`src/source/smartnic_app_macros.svh`:
```
`ifndef SMARTNIC_APP_MACROS_SVH
`define SMARTNIC_APP_MACROS_SVH

// Processing ports and host queues
`define SMARTNIC_NUM_PROC_PORTS 2
`define SMARTNIC_NUM_HOST_IFS   3

// Queue id wide enough for every host queue
`define SMARTNIC_QID_W $clog2(`SMARTNIC_NUM_HOST_IFS)

// Stream payload width
`define SMARTNIC_DATA_W 64

`endif

```
`src/source/smartnic_pkg.sv`:
```
`include "smartnic_app_macros.svh"

package smartnic_pkg;

    // Stream payload and host queue tag
    typedef logic [`SMARTNIC_DATA_W-1:0] data_t;
    typedef logic [`SMARTNIC_QID_W-1:0]  qid_t;

    // Steering decision per packet
    typedef enum logic [1:0] {
        ROUTE_NET  = 2'd0,
        ROUTE_HOST = 2'd1,
        ROUTE_LOOP = 2'd2,
        ROUTE_DROP = 2'd3
    } route_t;

    // Which input a packet entered on
    typedef enum logic {
        SRC_NET  = 1'b0,
        SRC_HOST = 1'b1
    } src_t;

endpackage

```
`src/source/smartnic_reg_pkg.sv`:
```
package smartnic_reg_pkg;

    // Register data and counter widths
    typedef logic [15:0] reg_data_t;
    typedef logic [15:0] cnt_t;

    // Route word is {qid, route} in bits 3:0
    typedef enum logic [3:0] {
        REG_ROUTE_P0    = 4'h0,
        REG_ROUTE_P1    = 4'h1,
        REG_PKT_CNT_P0  = 4'h4,
        REG_PKT_CNT_P1  = 4'h5,
        REG_DROP_CNT_P0 = 4'h8,
        REG_DROP_CNT_P1 = 4'h9
    } reg_addr_t;

endpackage

```
`src/source/smartnic_ingress_mux.sv`:
```
`timescale 1ns/1ps
`include "smartnic_app_macros.svh"

module smartnic_ingress_mux (
    input  logic                 clk,
    input  logic                 arst_n,
    input  smartnic_pkg::data_t  net_in_tdata  [`SMARTNIC_NUM_PROC_PORTS],
    input  logic                 net_in_tvalid [`SMARTNIC_NUM_PROC_PORTS],
    input  logic                 net_in_tlast  [`SMARTNIC_NUM_PROC_PORTS],
    output logic                 net_in_tready [`SMARTNIC_NUM_PROC_PORTS],
    input  smartnic_pkg::data_t  h2c_tdata     [`SMARTNIC_NUM_PROC_PORTS],
    input  logic                 h2c_tvalid    [`SMARTNIC_NUM_PROC_PORTS],
    input  logic                 h2c_tlast     [`SMARTNIC_NUM_PROC_PORTS],
    input  smartnic_pkg::qid_t   h2c_tqid      [`SMARTNIC_NUM_PROC_PORTS],
    output logic                 h2c_tready    [`SMARTNIC_NUM_PROC_PORTS],
    output smartnic_pkg::data_t  mux_tdata     [`SMARTNIC_NUM_PROC_PORTS],
    output logic                 mux_tvalid    [`SMARTNIC_NUM_PROC_PORTS],
    output logic                 mux_tlast     [`SMARTNIC_NUM_PROC_PORTS],
    output smartnic_pkg::qid_t   mux_tqid      [`SMARTNIC_NUM_PROC_PORTS],
    output smartnic_pkg::src_t   mux_tsrc      [`SMARTNIC_NUM_PROC_PORTS],
    input  logic                 mux_tready    [`SMARTNIC_NUM_PROC_PORTS]
);

    for (genvar i = 0; i < `SMARTNIC_NUM_PROC_PORTS; i++) begin : g_port
        smartnic_pkg::src_t grant_q;
        smartnic_pkg::src_t sel;
        logic               busy_q;
        logic               host_sel;

        // ==================================================================
        // Grant selection
        // ==================================================================
        always_comb begin
            if (busy_q) begin
                sel = grant_q;
            end else if (net_in_tvalid[i] && h2c_tvalid[i]) begin
                // Both waiting, serve the one not served last
                sel = (grant_q == smartnic_pkg::SRC_NET) ? smartnic_pkg::SRC_HOST
                                                         : smartnic_pkg::SRC_NET;
            end else if (h2c_tvalid[i]) begin
                sel = smartnic_pkg::SRC_HOST;
            end else begin
                sel = smartnic_pkg::SRC_NET;
            end
        end

        // Held from first beat to last beat
        always_ff @(posedge clk or negedge arst_n) begin
            if (!arst_n) begin
                grant_q <= smartnic_pkg::SRC_NET;
                busy_q  <= 1'b0;
            end else if (mux_tvalid[i] && mux_tready[i]) begin
                grant_q <= sel;
                busy_q  <= !mux_tlast[i];
            end
        end

        assign host_sel = (sel == smartnic_pkg::SRC_HOST);

        // Datapath
        assign mux_tdata[i]     = host_sel ? h2c_tdata[i]  : net_in_tdata[i];
        assign mux_tvalid[i]    = host_sel ? h2c_tvalid[i] : net_in_tvalid[i];
        assign mux_tlast[i]     = host_sel ? h2c_tlast[i]  : net_in_tlast[i];
        assign mux_tqid[i]      = host_sel ? h2c_tqid[i]   : '0;
        assign mux_tsrc[i]      = sel;
        assign net_in_tready[i] = !host_sel && mux_tready[i];
        assign h2c_tready[i]    = host_sel && mux_tready[i];

        // No source switch inside a packet
        a_grant_held : assert property (@(posedge clk) disable iff (!arst_n)
            mux_tvalid[i] && mux_tready[i] && !mux_tlast[i]
            |=> mux_tsrc[i] == $past(mux_tsrc[i]));
    end

endmodule

```
`src/source/smartnic_port_proc.sv`:
```
`timescale 1ns/1ps
`include "smartnic_app_macros.svh"

module smartnic_port_proc (
    input  logic                      clk,
    input  logic                      arst_n,
    input  smartnic_pkg::data_t       in_tdata,
    input  logic                      in_tvalid,
    input  logic                      in_tlast,
    input  smartnic_pkg::qid_t        in_tqid,
    input  smartnic_pkg::src_t        in_tsrc,
    output logic                      in_tready,
    input  smartnic_pkg::route_t      cfg_route,
    input  smartnic_pkg::qid_t        cfg_qid,
    output smartnic_pkg::data_t       out_tdata,
    output logic                      out_tvalid,
    output logic                      out_tlast,
    output smartnic_pkg::qid_t        out_tqid,
    output smartnic_pkg::src_t        out_tsrc,
    output smartnic_pkg::route_t      out_troute,
    input  logic                      out_tready,
    output smartnic_reg_pkg::cnt_t    pkt_cnt,
    output smartnic_reg_pkg::cnt_t    drop_cnt
);

    smartnic_pkg::route_t route_q;
    smartnic_pkg::route_t cur_route;
    smartnic_pkg::qid_t   hqid_q;
    smartnic_pkg::qid_t   cur_qid;
    logic                 in_pkt_q;
    logic                 drop;
    logic                 accept;

    // ======================================================================
    // Route decision, sampled at the first beat
    // ======================================================================
    assign cur_route = in_pkt_q ? route_q : cfg_route;
    assign cur_qid   = in_pkt_q ? hqid_q  : cfg_qid;
    assign drop      = (cur_route == smartnic_pkg::ROUTE_DROP);

    // Dropped beats are swallowed without waiting on the output
    assign in_tready = drop || !out_tvalid || out_tready;
    assign accept    = in_tvalid && in_tready;

    always_ff @(posedge clk or negedge arst_n) begin
        if (!arst_n) begin
            in_pkt_q <= 1'b0;
            route_q  <= smartnic_pkg::ROUTE_NET;
        end else if (accept) begin
            in_pkt_q <= !in_tlast;
            route_q  <= cur_route;
        end
    end

    always_ff @(posedge clk) begin
        if (accept) begin
            hqid_q <= cur_qid;
        end
    end

    // ======================================================================
    // Output stage
    // ======================================================================
    always_ff @(posedge clk or negedge arst_n) begin
        if (!arst_n) begin
            out_tvalid <= 1'b0;
        end else if (accept && !drop) begin
            out_tvalid <= 1'b1;
        end else if (out_tready) begin
            out_tvalid <= 1'b0;
        end
    end

    always_ff @(posedge clk) begin
        if (accept && !drop) begin
            out_tdata  <= in_tdata;
            out_tlast  <= in_tlast;
            out_tsrc   <= in_tsrc;
            out_troute <= cur_route;
            // Host route retags the queue, loopback keeps the original
            out_tqid   <= (cur_route == smartnic_pkg::ROUTE_HOST) ? cur_qid : in_tqid;
        end
    end

    // Packet and drop counters
    always_ff @(posedge clk or negedge arst_n) begin
        if (!arst_n) begin
            pkt_cnt  <= '0;
            drop_cnt <= '0;
        end else begin
            if (out_tvalid && out_tready && out_tlast) begin
                pkt_cnt <= pkt_cnt + 1'b1;
            end
            if (accept && drop && in_tlast) begin
                drop_cnt <= drop_cnt + 1'b1;
            end
        end
    end

    // Held beat stays put until taken
    a_out_hold : assert property (@(posedge clk) disable iff (!arst_n)
        out_tvalid && !out_tready |=> out_tvalid && $stable(out_tdata));

endmodule

```
`src/source/smartnic_egress_demux.sv`:
```
`timescale 1ns/1ps
`include "smartnic_app_macros.svh"

module smartnic_egress_demux (
    input  smartnic_pkg::data_t   proc_tdata     [`SMARTNIC_NUM_PROC_PORTS],
    input  logic                  proc_tvalid    [`SMARTNIC_NUM_PROC_PORTS],
    input  logic                  proc_tlast     [`SMARTNIC_NUM_PROC_PORTS],
    input  smartnic_pkg::qid_t    proc_tqid      [`SMARTNIC_NUM_PROC_PORTS],
    input  smartnic_pkg::src_t    proc_tsrc      [`SMARTNIC_NUM_PROC_PORTS],
    input  smartnic_pkg::route_t  proc_troute    [`SMARTNIC_NUM_PROC_PORTS],
    output logic                  proc_tready    [`SMARTNIC_NUM_PROC_PORTS],
    output smartnic_pkg::data_t   net_out_tdata  [`SMARTNIC_NUM_PROC_PORTS],
    output logic                  net_out_tvalid [`SMARTNIC_NUM_PROC_PORTS],
    output logic                  net_out_tlast  [`SMARTNIC_NUM_PROC_PORTS],
    input  logic                  net_out_tready [`SMARTNIC_NUM_PROC_PORTS],
    output smartnic_pkg::data_t   c2h_tdata      [`SMARTNIC_NUM_PROC_PORTS],
    output logic                  c2h_tvalid     [`SMARTNIC_NUM_PROC_PORTS],
    output logic                  c2h_tlast      [`SMARTNIC_NUM_PROC_PORTS],
    output smartnic_pkg::qid_t    c2h_tqid       [`SMARTNIC_NUM_PROC_PORTS],
    input  logic                  c2h_tready     [`SMARTNIC_NUM_PROC_PORTS]
);

    for (genvar i = 0; i < `SMARTNIC_NUM_PROC_PORTS; i++) begin : g_port
        logic to_c2h;

        // Loopback returns toward the source; drops never reach this stage
        always_comb begin
            case (proc_troute[i])
                smartnic_pkg::ROUTE_HOST: to_c2h = 1'b1;
                smartnic_pkg::ROUTE_LOOP: to_c2h = (proc_tsrc[i] == smartnic_pkg::SRC_HOST);
                default:                  to_c2h = 1'b0;
            endcase
        end

        // Network side
        assign net_out_tdata[i]  = proc_tdata[i];
        assign net_out_tlast[i]  = proc_tlast[i];
        assign net_out_tvalid[i] = proc_tvalid[i] && !to_c2h;

        // Host side
        assign c2h_tdata[i]      = proc_tdata[i];
        assign c2h_tlast[i]      = proc_tlast[i];
        assign c2h_tqid[i]       = proc_tqid[i];
        assign c2h_tvalid[i]     = proc_tvalid[i] && to_c2h;

        // Ready from the chosen side only
        assign proc_tready[i]    = to_c2h ? c2h_tready[i] : net_out_tready[i];
    end

endmodule

```
`src/source/smartnic_app_regs.sv`:
```
`timescale 1ns/1ps
`include "smartnic_app_macros.svh"

module smartnic_app_regs (
    input  logic                                             clk,
    input  logic                                             arst_n,
    input  logic                                             reg_wr,
    input  logic                                             reg_rd,
    input  logic [$bits(smartnic_reg_pkg::reg_addr_t)-1:0]   reg_addr,
    input  smartnic_reg_pkg::reg_data_t                      reg_wdata,
    output smartnic_reg_pkg::reg_data_t                      reg_rdata,
    output logic                                             reg_rvalid,
    input  smartnic_reg_pkg::cnt_t   pkt_cnt   [`SMARTNIC_NUM_PROC_PORTS],
    input  smartnic_reg_pkg::cnt_t   drop_cnt  [`SMARTNIC_NUM_PROC_PORTS],
    output smartnic_pkg::route_t     cfg_route [`SMARTNIC_NUM_PROC_PORTS],
    output smartnic_pkg::qid_t       cfg_qid   [`SMARTNIC_NUM_PROC_PORTS]
);

    smartnic_reg_pkg::reg_data_t rd_mux;

    // Route writes, bits 1:0 route and 3:2 queue id
    always_ff @(posedge clk or negedge arst_n) begin
        if (!arst_n) begin
            for (int p = 0; p < `SMARTNIC_NUM_PROC_PORTS; p++) begin
                cfg_route[p] <= smartnic_pkg::ROUTE_NET;
                cfg_qid[p]   <= '0;
            end
        end else if (reg_wr) begin
            case (reg_addr)
                smartnic_reg_pkg::REG_ROUTE_P0: begin
                    cfg_route[0] <= smartnic_pkg::route_t'(reg_wdata[1:0]);
                    cfg_qid[0]   <= reg_wdata[3:2];
                end
                smartnic_reg_pkg::REG_ROUTE_P1: begin
                    cfg_route[1] <= smartnic_pkg::route_t'(reg_wdata[1:0]);
                    cfg_qid[1]   <= reg_wdata[3:2];
                end
                default: ;
            endcase
        end
    end

    // Read decode, unknown addresses read as zero
    always_comb begin
        case (reg_addr)
            smartnic_reg_pkg::REG_ROUTE_P0:
                rd_mux = smartnic_reg_pkg::reg_data_t'({cfg_qid[0], cfg_route[0]});
            smartnic_reg_pkg::REG_ROUTE_P1:
                rd_mux = smartnic_reg_pkg::reg_data_t'({cfg_qid[1], cfg_route[1]});
            smartnic_reg_pkg::REG_PKT_CNT_P0:  rd_mux = pkt_cnt[0];
            smartnic_reg_pkg::REG_PKT_CNT_P1:  rd_mux = pkt_cnt[1];
            smartnic_reg_pkg::REG_DROP_CNT_P0: rd_mux = drop_cnt[0];
            smartnic_reg_pkg::REG_DROP_CNT_P1: rd_mux = drop_cnt[1];
            default:                           rd_mux = '0;
        endcase
    end

    always_ff @(posedge clk or negedge arst_n) begin
        if (!arst_n) begin
            reg_rvalid <= 1'b0;
        end else begin
            reg_rvalid <= reg_rd;
        end
    end

    always_ff @(posedge clk) begin
        if (reg_rd) begin
            reg_rdata <= rd_mux;
        end
    end

endmodule

```
`src/source/smartnic_app_core.sv`:
```
`timescale 1ns/1ps
`include "smartnic_app_macros.svh"

module smartnic_app_core (
    input  logic                                           clk,
    input  logic                                           arst_n,
    input  smartnic_pkg::data_t  net_in_tdata   [`SMARTNIC_NUM_PROC_PORTS],
    input  logic                 net_in_tvalid  [`SMARTNIC_NUM_PROC_PORTS],
    input  logic                 net_in_tlast   [`SMARTNIC_NUM_PROC_PORTS],
    output logic                 net_in_tready  [`SMARTNIC_NUM_PROC_PORTS],
    input  smartnic_pkg::data_t  h2c_tdata      [`SMARTNIC_NUM_PROC_PORTS],
    input  logic                 h2c_tvalid     [`SMARTNIC_NUM_PROC_PORTS],
    input  logic                 h2c_tlast      [`SMARTNIC_NUM_PROC_PORTS],
    input  smartnic_pkg::qid_t   h2c_tqid       [`SMARTNIC_NUM_PROC_PORTS],
    output logic                 h2c_tready     [`SMARTNIC_NUM_PROC_PORTS],
    output smartnic_pkg::data_t  net_out_tdata  [`SMARTNIC_NUM_PROC_PORTS],
    output logic                 net_out_tvalid [`SMARTNIC_NUM_PROC_PORTS],
    output logic                 net_out_tlast  [`SMARTNIC_NUM_PROC_PORTS],
    input  logic                 net_out_tready [`SMARTNIC_NUM_PROC_PORTS],
    output smartnic_pkg::data_t  c2h_tdata      [`SMARTNIC_NUM_PROC_PORTS],
    output logic                 c2h_tvalid     [`SMARTNIC_NUM_PROC_PORTS],
    output logic                 c2h_tlast      [`SMARTNIC_NUM_PROC_PORTS],
    output smartnic_pkg::qid_t   c2h_tqid       [`SMARTNIC_NUM_PROC_PORTS],
    input  logic                 c2h_tready     [`SMARTNIC_NUM_PROC_PORTS],
    input  logic                                           reg_wr,
    input  logic                                           reg_rd,
    input  logic [$bits(smartnic_reg_pkg::reg_addr_t)-1:0] reg_addr,
    input  smartnic_reg_pkg::reg_data_t                    reg_wdata,
    output smartnic_reg_pkg::reg_data_t                    reg_rdata,
    output logic                                           reg_rvalid
);

    // ======================================================================
    // Inter-stage streams and configuration
    // ======================================================================
    smartnic_pkg::data_t     mux_tdata   [`SMARTNIC_NUM_PROC_PORTS];
    logic                    mux_tvalid  [`SMARTNIC_NUM_PROC_PORTS];
    logic                    mux_tlast   [`SMARTNIC_NUM_PROC_PORTS];
    smartnic_pkg::qid_t      mux_tqid    [`SMARTNIC_NUM_PROC_PORTS];
    smartnic_pkg::src_t      mux_tsrc    [`SMARTNIC_NUM_PROC_PORTS];
    logic                    mux_tready  [`SMARTNIC_NUM_PROC_PORTS];
    smartnic_pkg::data_t     proc_tdata  [`SMARTNIC_NUM_PROC_PORTS];
    logic                    proc_tvalid [`SMARTNIC_NUM_PROC_PORTS];
    logic                    proc_tlast  [`SMARTNIC_NUM_PROC_PORTS];
    smartnic_pkg::qid_t      proc_tqid   [`SMARTNIC_NUM_PROC_PORTS];
    smartnic_pkg::src_t      proc_tsrc   [`SMARTNIC_NUM_PROC_PORTS];
    smartnic_pkg::route_t    proc_troute [`SMARTNIC_NUM_PROC_PORTS];
    logic                    proc_tready [`SMARTNIC_NUM_PROC_PORTS];
    smartnic_pkg::route_t    cfg_route   [`SMARTNIC_NUM_PROC_PORTS];
    smartnic_pkg::qid_t      cfg_qid     [`SMARTNIC_NUM_PROC_PORTS];
    smartnic_reg_pkg::cnt_t  pkt_cnt     [`SMARTNIC_NUM_PROC_PORTS];
    smartnic_reg_pkg::cnt_t  drop_cnt    [`SMARTNIC_NUM_PROC_PORTS];

    smartnic_ingress_mux u_mux (.*);

    // One processor per port
    for (genvar i = 0; i < `SMARTNIC_NUM_PROC_PORTS; i++) begin : g_proc
        smartnic_port_proc u_proc (
            .clk        (clk),
            .arst_n     (arst_n),
            .in_tdata   (mux_tdata[i]),
            .in_tvalid  (mux_tvalid[i]),
            .in_tlast   (mux_tlast[i]),
            .in_tqid    (mux_tqid[i]),
            .in_tsrc    (mux_tsrc[i]),
            .in_tready  (mux_tready[i]),
            .cfg_route  (cfg_route[i]),
            .cfg_qid    (cfg_qid[i]),
            .out_tdata  (proc_tdata[i]),
            .out_tvalid (proc_tvalid[i]),
            .out_tlast  (proc_tlast[i]),
            .out_tqid   (proc_tqid[i]),
            .out_tsrc   (proc_tsrc[i]),
            .out_troute (proc_troute[i]),
            .out_tready (proc_tready[i]),
            .pkt_cnt    (pkt_cnt[i]),
            .drop_cnt   (drop_cnt[i])
        );
    end

    smartnic_egress_demux u_demux (.*);

    smartnic_app_regs u_regs (.*);

endmodule

```
`config.mk`:
```
export PLATFORM = sky130hd
export DESIGN_NAME = smartnic_app_core
export DESIGN_NICKNAME = d
export VERILOG_FILES = /design/src/source/smartnic_pkg.sv /design/src/source/smartnic_reg_pkg.sv /design/src/source/smartnic_ingress_mux.sv /design/src/source/smartnic_port_proc.sv /design/src/source/smartnic_egress_demux.sv /design/src/source/smartnic_app_regs.sv /design/src/source/smartnic_app_core.sv
export VERILOG_INCLUDE_DIRS = /design/src /design/src/source
export SDC_FILE = /design/constraint.sdc
export NUM_CORES = 1
export LEC_CHECK = 0
export ABC_AREA = 0
export BUFFER_PORTS_ARGS = -buffer_cell sky130_fd_sc_hd__buf_4
export CAP_MARGIN = 20
export CORE_AREA = 2 2 225 227
export DETAILED_ROUTE_END_ITERATION = 8
export DIE_AREA = 0 0 227 229
export PLACE_DENSITY = 0.54
export SETUP_SLACK_MARGIN = 0.15
export SLEW_MARGIN = 15
export SYNTH_ARGS = -nofsm -noshare
export SYNTH_HDL_FRONTEND = slang
export SYNTH_SLANG_ARGS = --single-unit
```
`constraint.sdc`:
```
create_clock -name clk -period 7.2 [get_ports clk]
set_input_delay 1.08 -clock clk [delete_from_list [all_inputs] [get_ports clk]]
set_output_delay 1.08 -clock clk [all_outputs]
set_load 0.01 [all_outputs]
```
# ---- Word level (Yosys, flattened, before mapping)
# Index checks and enable logic that the tools add are counted.
dict set report word_totals {
  output_inout_bits 289
  ff_bits 243
  word_cells 119
}
dict set report classes {
  n_addsub 4
  eq_ne 13
  n_mux 31
  reduce_logical 41
}
# cell count
set ops {}
lappend ops {{64-bit two-way mux} 2}
lappend ops {{16-bit case mux with 6 select lines} 1}
lappend ops {{16-bit by 1-bit adder with 16-bit output, second input constant} 4}
lappend ops {{1-bit logical AND} 22}
lappend ops {{1-bit two-way mux} 18}
lappend ops {{2-bit two-way mux} 8}
lappend ops {{1-bit logical NOT} 10}
lappend ops {{2-bit by 1-bit equality test with 1-bit output, second input constant} 4}
lappend ops {{2-bit equality test, second input constant} 4}
lappend ops {{4-bit by 3-bit equality test with 1-bit output, second input constant} 2}
lappend ops {{4-bit equality test, second input constant} 2}
lappend ops {{4-bit by 1-bit equality test with 1-bit output, second input constant} 1}
lappend ops {{4-bit logical NOT} 1}
lappend ops {{1-bit logical OR} 4}
lappend ops {{1-bit case mux with 2 select lines} 2}
lappend ops {{2-bit AND reduction} 2}
lappend ops {{2-bit nonzero test} 2}

# ---- Logic depth before layout (Yosys ltp)
# Gate-level depths: netlist of run 1.
dict set report depth {
  ltp_word 7
  ltp_mapped 8
  depth_no_buf 7
}

# ---- By module
# Synthesis of run 1 repeated with hierarchy kept, for this count alone.
dict set report unflattened {
  hier_cells 1053
  area_unflattened_um2 13437.9
}
# mod seq_area_each_um2 area_per_inst_um2 cells_each n_inst
set modules_own_cells {}
lappend modules_own_cells {smartnic_port_proc 3062.9 3942.5 235 2}
lappend modules_own_cells {smartnic_egress_demux 0.0 2179.6 288 1}
lappend modules_own_cells {smartnic_ingress_mux 100.1 1950.6 184 1}
lappend modules_own_cells {smartnic_app_regs 705.7 1422.6 111 1}

# ---- Worst setup path before layout of run 1
# Ideal clock, no wire load.
dict set report synth_timing {
  kind {input -> register}
  start {input c2h_tready[0] (netlist name)}
  end {register g_proc[1].u_proc.out_tdata[0] (enable)}
  t_required_ps 6616
  stages 3
  slack_ps 283
  path_buffers 0
  setup_ps 584
  arrival_ps 6333
  cell_sequence {nor3b_2 > nor4_4 > nor3_1}
}
dict set report synth_via {
  elab_chain_len 4
}
# element line
set synth_lines {}
lappend synth_lines {{start, declared} smartnic_app_core.sv:24} ;# input logic c2h_tready [`SMARTNIC_NUM_PROC_PORTS],
lappend synth_lines {{1-bit two-way mux} smartnic_egress_demux.sv:47} ;# assign proc_tready[i] = to_c2h ? c2h_tready[i] : net_out_tready[i];
lappend synth_lines {{1-bit logical OR} smartnic_port_proc.sv:42} ;# assign in_tready = drop || !out_tvalid || out_tready;
lappend synth_lines {{1-bit logical AND} smartnic_port_proc.sv:43} ;# assign accept = in_tvalid && in_tready;
lappend synth_lines {{1-bit logical AND} smartnic_port_proc.sv:75} ;# if (accept && !drop) begin
lappend synth_lines {{end signal, assigned} smartnic_port_proc.sv:76} ;# out_tdata <= in_tdata;
lappend synth_lines {{end, declared} smartnic_port_proc.sv:15} ;# output smartnic_pkg::data_t out_tdata,
# No other way between the ends.
# A chain may end at the register's enable or synchronous reset.

==> results of run 1 <==
-- metal layers --
| layer | wire, µm | share of wire, % | track usage [%] | vias up |
|---|---|---|---|---|
| li1 | - | - | - | 4003 |
| met5 | 9 | 0.023 | 0 | - |
| met3 | 2779 | 7.2 | 2.630 | 45 |
| met1 | 15980 | 42 | 17.46 | 4218 |
| met2 | 18980 | 49 | 24.39 | 414 |
| met4 | 750 | 1.9 | 3.840 | 2 |
-- synthesized netlist by cell type, types with 14 or more instances --
cell      count
edfxtp_1    160
mux2_2      154
buf_4       138
dfrtp_1      83
nand2_1      50
xnor2_1      36
nor2_1       25
xor2_1       24
nand3_1      22
and3_1       18
inv_1        17
a222oi_1     14
buf_2        14
nand4_1      14
-- cell type report --
| class | instances | share of cell area [%] |
|---|---|---|
| flip-flops and latches | 243 | 40.33 |
| multi-input cells | 465 | 23.17 |
| inverters | 18 | 0.3960 |
| diodes | 4 | 0.05867 |
| repair buffers | 579 | 25.48 |
| clock buffers | 32 | 4.444 |
| well taps | 672 | 4.928 |
| clock inverters | 22 | 1.195 |
-- power by group through the flow --
| stage | registers (µW) | logic, µW | clock network, µW |
|---|---|---|---|
| after floorplan | 2640 | 1740 | 0 |
| after global placement | 2620 | 2860 | 0 |
| after detailed placement | 2610 | 2880 | 0 |
| after CTS | 2610 | 2880 | 1520 |
| after global routing | 2650 | 3040 | 1570 |
| final | 2600 | 2830 | 1470 |
-- stage by stage --
stage / utilization, % / setup WS, ps / total power, µW
floorplan: - / 283.1 / 4376
global placement: 32.39 / 3327 / 5481
detailed placement: 32.39 / 3318 / 5492
CTS: 34.32 / 3323 / 7009
global route: 34.34 / 3191 / 7269
finish: 34.36 / 3336 / 6903
-- registers in the layout, summed over array words and instances (netlist names) --
name,flops
g_proc.u_proc.out_tdata,128
g_proc.u_proc.drop_cnt,32
g_proc.u_proc.pkt_cnt,32
u_regs.reg_rdata,16
g_proc.u_proc.hqid_q,4
g_proc.u_proc.out_tqid,4
g_proc.u_proc.out_troute,4
g_proc.u_proc.route_q,4
u_regs.cfg_qid,4
u_regs.cfg_route,4
g_proc.u_proc.in_pkt_q,2
g_proc.u_proc.out_tlast,2
g_proc.u_proc.out_tsrc,2
g_proc.u_proc.out_tvalid,2
u_mux.g_port.grant_q,2
u_regs.reg_rvalid,1
-- logic make-up (layout without fill, tap and decap cells) --
kind of cell	Yosys count	after routing
flip-flops	243	243
buffers and inverters	182	651
AND/OR/NAND/NOR	181	181
multiplexers	167	167
XOR/XNOR	60	60
AO/OA/AOI/OAI	49	49
adder cells (fa/ha/maj)	8	8
other	0	4
-- how the worst max path moves through the flow --
stage,to,slack [ps],depth (start not counted)
finish,net_in_tready[1],3340,8
global route,net_in_tready[1],3190,6
CTS,net_in_tready[1],3320,8
detailed placement,net_in_tready[1],3320,8
global placement,net_in_tready[1],3330,8
floorplan,g_proc[1].u_proc.out_tdata[0],280,3
==> results.md, run 1 <==
- Final hold slack: 448.0 ps
- Fmax: 258.8 MHz
- Startpoint Class: primary input
- Sw Pwr: 2416 µW
- Layout Nets: 1641
- Synth Area in Compound Gates: 3.570%
- Crit end category: primary output
- Post-synth top area share: 39.85%
- Seq pwr share: 37.7%
- Grt ovf: 0
- Vias in the first global route: 8860
- Failing checks: design-rule violations
- Storage element area: 6882 µm²
- CTS buffer count: 30
- Worst-margin pin slew: 964.0 ps
- Prevailing post-synth register cell: edfxtp_1
- Core area: 49660 µm²
- Final period utilization: 53.67%
- CP top delay family: buffers and inverters
- Largest net degree at the start of global routing: 70
- Most common cell after layout, fill and taps aside: buf_4
- Clk pwr share: 21.3%
- Die area: 51980 µm²
- Layout cell share with drive strength beyond 1: 58.79%
- Flops & latches, synth: 243
- Critical R2R Launch: g_proc[1].u_proc.out_troute[1]
- Leakage: 0.007503 µW
- WP buf/inv: 4
- Layout fillers: 5009
- Final setup fails: 0
- Pre-antenna DRT Iters: 9
- Worst EP arrival: 2780 ps
- Final setup skew: 31.25 ps
- Slew Viols, Final: 0
- Worst-path clk slew: 60 ps
- Ranking of synthesized cells by area: edfxtp_1, dfrtp_1, mux2_2, buf_4, xnor2_1
- RR Endpoint: g_proc[1].u_proc.out_tdata[45]
- Post-synthesis cell count: 890
- Switching Fraction: 35.00%
- DRC errors left: 2
- Netlist Area Pre-Place: 12060 µm²
- # IOs: 585
- Power Internal: 4487 µW
- Combinational power share: 41.1%
- Worst Path Max Fanout: 67
- WL per Instance: 18.92 µm
- Drt total wl: 38.50 mm
- Slew HR: 35.74%
- Post-synthesis mux area share: 15.70%
- Yosys warns: 0
- Clock sinks: 243
- Fin crit period: 3864 ps
- Setup Crit Path Kind: in2out
- Placed Area: 16080 µm²
- P&R area growth vs syn: 41.50%
- Vias: 8682
- Std-Cell Rows: 82
- First-pass GRT wire length: 54.60 mm
- Largest stage delay on the critical path: 710 ps
- Hold Vio Cnt, Final: 0
- Initial Util: 24.28%
- Multi-input logic area: 3953 µm²
- WP data required: 6120 ps
- H-tree depth: 1
- Total nets after synthesis: 1194
- Crit path max-delay cell type: buf_4
- Post-route cell area: 17060 µm²
- DRT iter0 DRCs: 440
- CP Launch Point: h2c_tvalid[1]
- Syn Area/Cell: 13.55 µm²
- Worst hold path class: in2async
- Die Span X: 227 µm
- PwrDens: 404.6 nW/µm²
- Fin cells: 2035
- Vias per cell: 4.266
- Number of setup buffers added after CTS: 0
- Peak VDD IR: 0.0002076 V
- Netlist cell types: 58
- Die height: 229 µm
- Sequential element share of the synthesized area: 57.07%
- R2R cell count: 5
- Xor and xnor area share after synthesis: 4.358%
- Synth Area in Adders: 0.8301%
- Routability-driven placement congestion ratio: 0.8270
- CP cell instances: buf_4 -> a21bo_1 -> nor2_1 -> a21oi_4 -> buf_4 -> inv_1 -> nor2_1 -> buf_4
- Post-Place Cells: 1976
- Number of enable flip-flop cells after synthesis: 160
- CTS tree: built
- GRT Total Usage: 13.95%
- Most frequent cells in the layout: buf_4, edfxtp_1, mux2_2
- RSZ-0062 raised after global routing: false
- Post-Synth Simple-Gate Area: 8.052%
- Number of port buffers: 572
- Max-cap viol count: 0
- FFs w/ async S/R, synth: 34.16%
- Outcome: finished with violations
- Clock Latency Late Sink: 590 ps
- Most frequent CP cell: buf_4
- CTS resizes: 0
- Biggest area consumer among synthesized cells: edfxtp_1
- Main combinational cell family by area after synthesis: multiplexers
- Routed Antenna Nets: 0
- Sum Neg Setup Slack: 0 ps
- Reg2reg setup slack: 4320 ps
- Initial antenna violation count: 3
- CTS root buffer: clkbuf_16
- Clock Path Buffers: 3
- CTS Hold Buffers Added: 0
- Detailed placement HPWL: 29.96 mm
(Power assumes the default switching activity.)
==> run 2: changes to the inputs <==
clock period = 3.8 ns   (was 7.2 ns; I/O delays follow)
==> results.md, run 2 (synthesized netlist as in run 1, its figures left out) <==
- Routability-driven placement congestion ratio: 0.8192 (-0.94%)
- Outcome: complete, no violations
- Vias in the first global route: 8835 (-0.28%)
- Fin crit period: 3108 ps
- Critical R2R Launch: g_proc[0].u_proc.out_troute[0]
- Final period utilization: 81.79%
- Final setup fails: 0 (unchanged)
- P&R area growth vs syn: 41.78%
- Grt ovf: 0 (unchanged)
- Largest regs: g_proc.u_proc.out_tdata x128, g_proc.u_proc.drop_cnt x32, g_proc.u_proc.pkt_cnt x32
- Post-route cell area: 17100 µm² (+0.20%)
- Pre-antenna DRT Iters: 6 (-3)
- Most common cell after layout, fill and taps aside: buf_4
- Clock sinks: 243 (unchanged)
- Reg2reg setup slack: 1040 ps (-3280 ps)
- Die height: 229 µm (unchanged)
- Post-Place Cells: 1980 (+0.20%)
- Max-cap viol count: 0 (unchanged)
- Std-Cell Rows: 82 (unchanged)
- CTS Hold Buffers Added: 0 (unchanged)
- Initial Util: 24.28% (unchanged)
- Vias: 8564 (-1.4%)
- Drt total wl: 38.21 mm (-0.75%)
- Storage element area: 6882 µm² (unchanged)
- Worst hold path class: in2async
- Setup Crit Path Kind: reg2out
- Layout fillers: 4976 (-0.66%)
- Detailed placement HPWL: 29.91 mm (-0.16%)
- Worst Path Max Fanout: 6 (-91%)
- DRC errors left: 0 (-2)
- CTS tree: built
- Worst-margin pin slew: 952.5 ps (-11.46 ps)
- Layout cell share with drive strength beyond 1: 58.82% (about the same)
- Routed Antenna Nets: 0 (unchanged)
- Die area: 51980 µm² (unchanged)
- DRT iter0 DRCs: 450 (+2.3%)
- Clock Latency Late Sink: 590 ps (about the same)
- Largest net degree at the start of global routing: 71 (+1.4%)
- Layout Nets: 1643 (+0.12%)
- Sum Neg Setup Slack: 0 ps (unchanged)
- # IOs: 585 (unchanged)
- First-pass GRT wire length: 54.53 mm (-0.13%)
- WL per Instance: 18.80 µm (-0.60%)
- RSZ-0062 raised after global routing: false
- RR Endpoint: g_proc[0].u_proc.out_tdata[7]
- Hold Vio Cnt, Final: 0 (unchanged)
- H-tree depth: 1 (unchanged)
- Leakage: 0.007524 µW (+0.27%)
- Worst EP arrival: 2540 ps (-240 ps)
- Clock Path Buffers: 3 (unchanged)
- Post-Place Worst Slack: 1067 ps (-2252 ps)
- Crit end category: primary output
- CTS resizes: 0 (unchanged)
- Fmax: 321.7 MHz
- PwrDens: 771.7 nW/µm² (+91%)
- Initial antenna violation count: 2 (-1)
- Die Span X: 227 µm (unchanged)
- Number of port buffers: 572 (unchanged)
- Most flop-heavy register: g_proc.u_proc.out_tdata
- Startpoint Class: register
- Slew Viols, Final: 0 (unchanged)
- Placed Area: 16160 µm² (+0.49%)
- GRT Total Usage: 13.94% (about the same)
- Number of setup buffers added after CTS: 0 (unchanged)
- CTS root buffer: clkbuf_16
- Slew HR: 36.15% (+0.42 points)
- Final setup skew: 27.97 ps (-3.277 ps)
- Peak VDD IR: 0.0004337 V (+110%)
- Most frequent cells in the layout: buf_4, edfxtp_1, mux2_2
- Final worst setup slack: 691.9 ps (-2644 ps)
- CTS buffer count: 29 (-3.3%)
- Multi-input logic area: 3964 µm² (+0.28%)
- Vias per cell: 4.215 (-1.2%)
- Largest register FFs: 128 (unchanged)
- Fin cells: 2032 (-0.15%)
- WP data required: 3230 ps (-2890 ps)
- Tot Pwr: 13190 µW (+91%)
- Worst-path clk slew: 60 ps (about the same)
- Core area: 49660 µm² (unchanged)
- R2R cell count: 7 (+2)
- Diodes inserted: 0 (-4)
## run 2: area by class of cell
| cell class | count | area share [%] |
|---|---|---|
| sequential | 243 | 40.25 |
| timing repair buffer | 582 | 25.78 |
| multi-input combinational | 465 | 23.19 |
| tap | 672 | 4.918 |
| clock buffer | 36 | 4.457 |
| clock inverter | 16 | 1.010 |
| inverter | 18 | 0.3952 |
## run 2: worst max-delay path by stage
stage / startpoint / endpoint / slack (ps) / cells after the start
after floorplan: g_proc[0].u_proc.out_troute[0] / g_proc[0].u_proc.out_tdata[0] / 240 / 6
after global placement: g_proc[0].u_proc.out_troute[0] / g_proc[0].u_proc.out_tdata[55] / 1090 / 7
after detailed placement: g_proc[0].u_proc.out_troute[0] / g_proc[0].u_proc.out_tdata[55] / 1070 / 7
after CTS: g_proc[1].u_proc.out_troute[0] / net_in_tready[0] / 600 / 6
after global routing: g_proc[1].u_proc.out_troute[0] / net_in_tready[0] / 480 / 7
final: g_proc[1].u_proc.out_troute[0] / net_in_tready[0] / 690 / 6
## run 2: worst max-delay path, cell delays in order, from the launching register on
cell and delay [ps]:
edfxtp_1 410, ha_1 210, a21oi_1 340, nor3b_2 170, nor4_4 520, nor2_1 120, buf_4 170
## run 2: metrics by stage
step / utilization [%] / hold slack, ps
6_report: 34.43 / 112.6
5_1_grt: 34.43 / 183.4
4_1_cts: 34.43 / 123.9
3_5_place_dp: 32.54 / 468.1
3_3_place_gp: 32.54 / 459.3
2_1_floorplan: - / 274.4
## run 2: routing by layer
| layer | vias up | GRT usage (%) | wire length (µm) |
|---|---|---|---|
| met5 | - | 0 | 13 |
| met4 | 2 | 6.107 | 1488 |
| met3 | 68 | 3.361 | 3260 |
| met2 | 434 | 23.81 | 18300 |
| met1 | 4062 | 16.57 | 15150 |
| li1 | 3998 | - | - |
## run 2: report_power, final
part           switching, µW  internal [µW]
registers                786           4130
logic                   2630           2860
clock network           1170           1620
total                   4580           8610
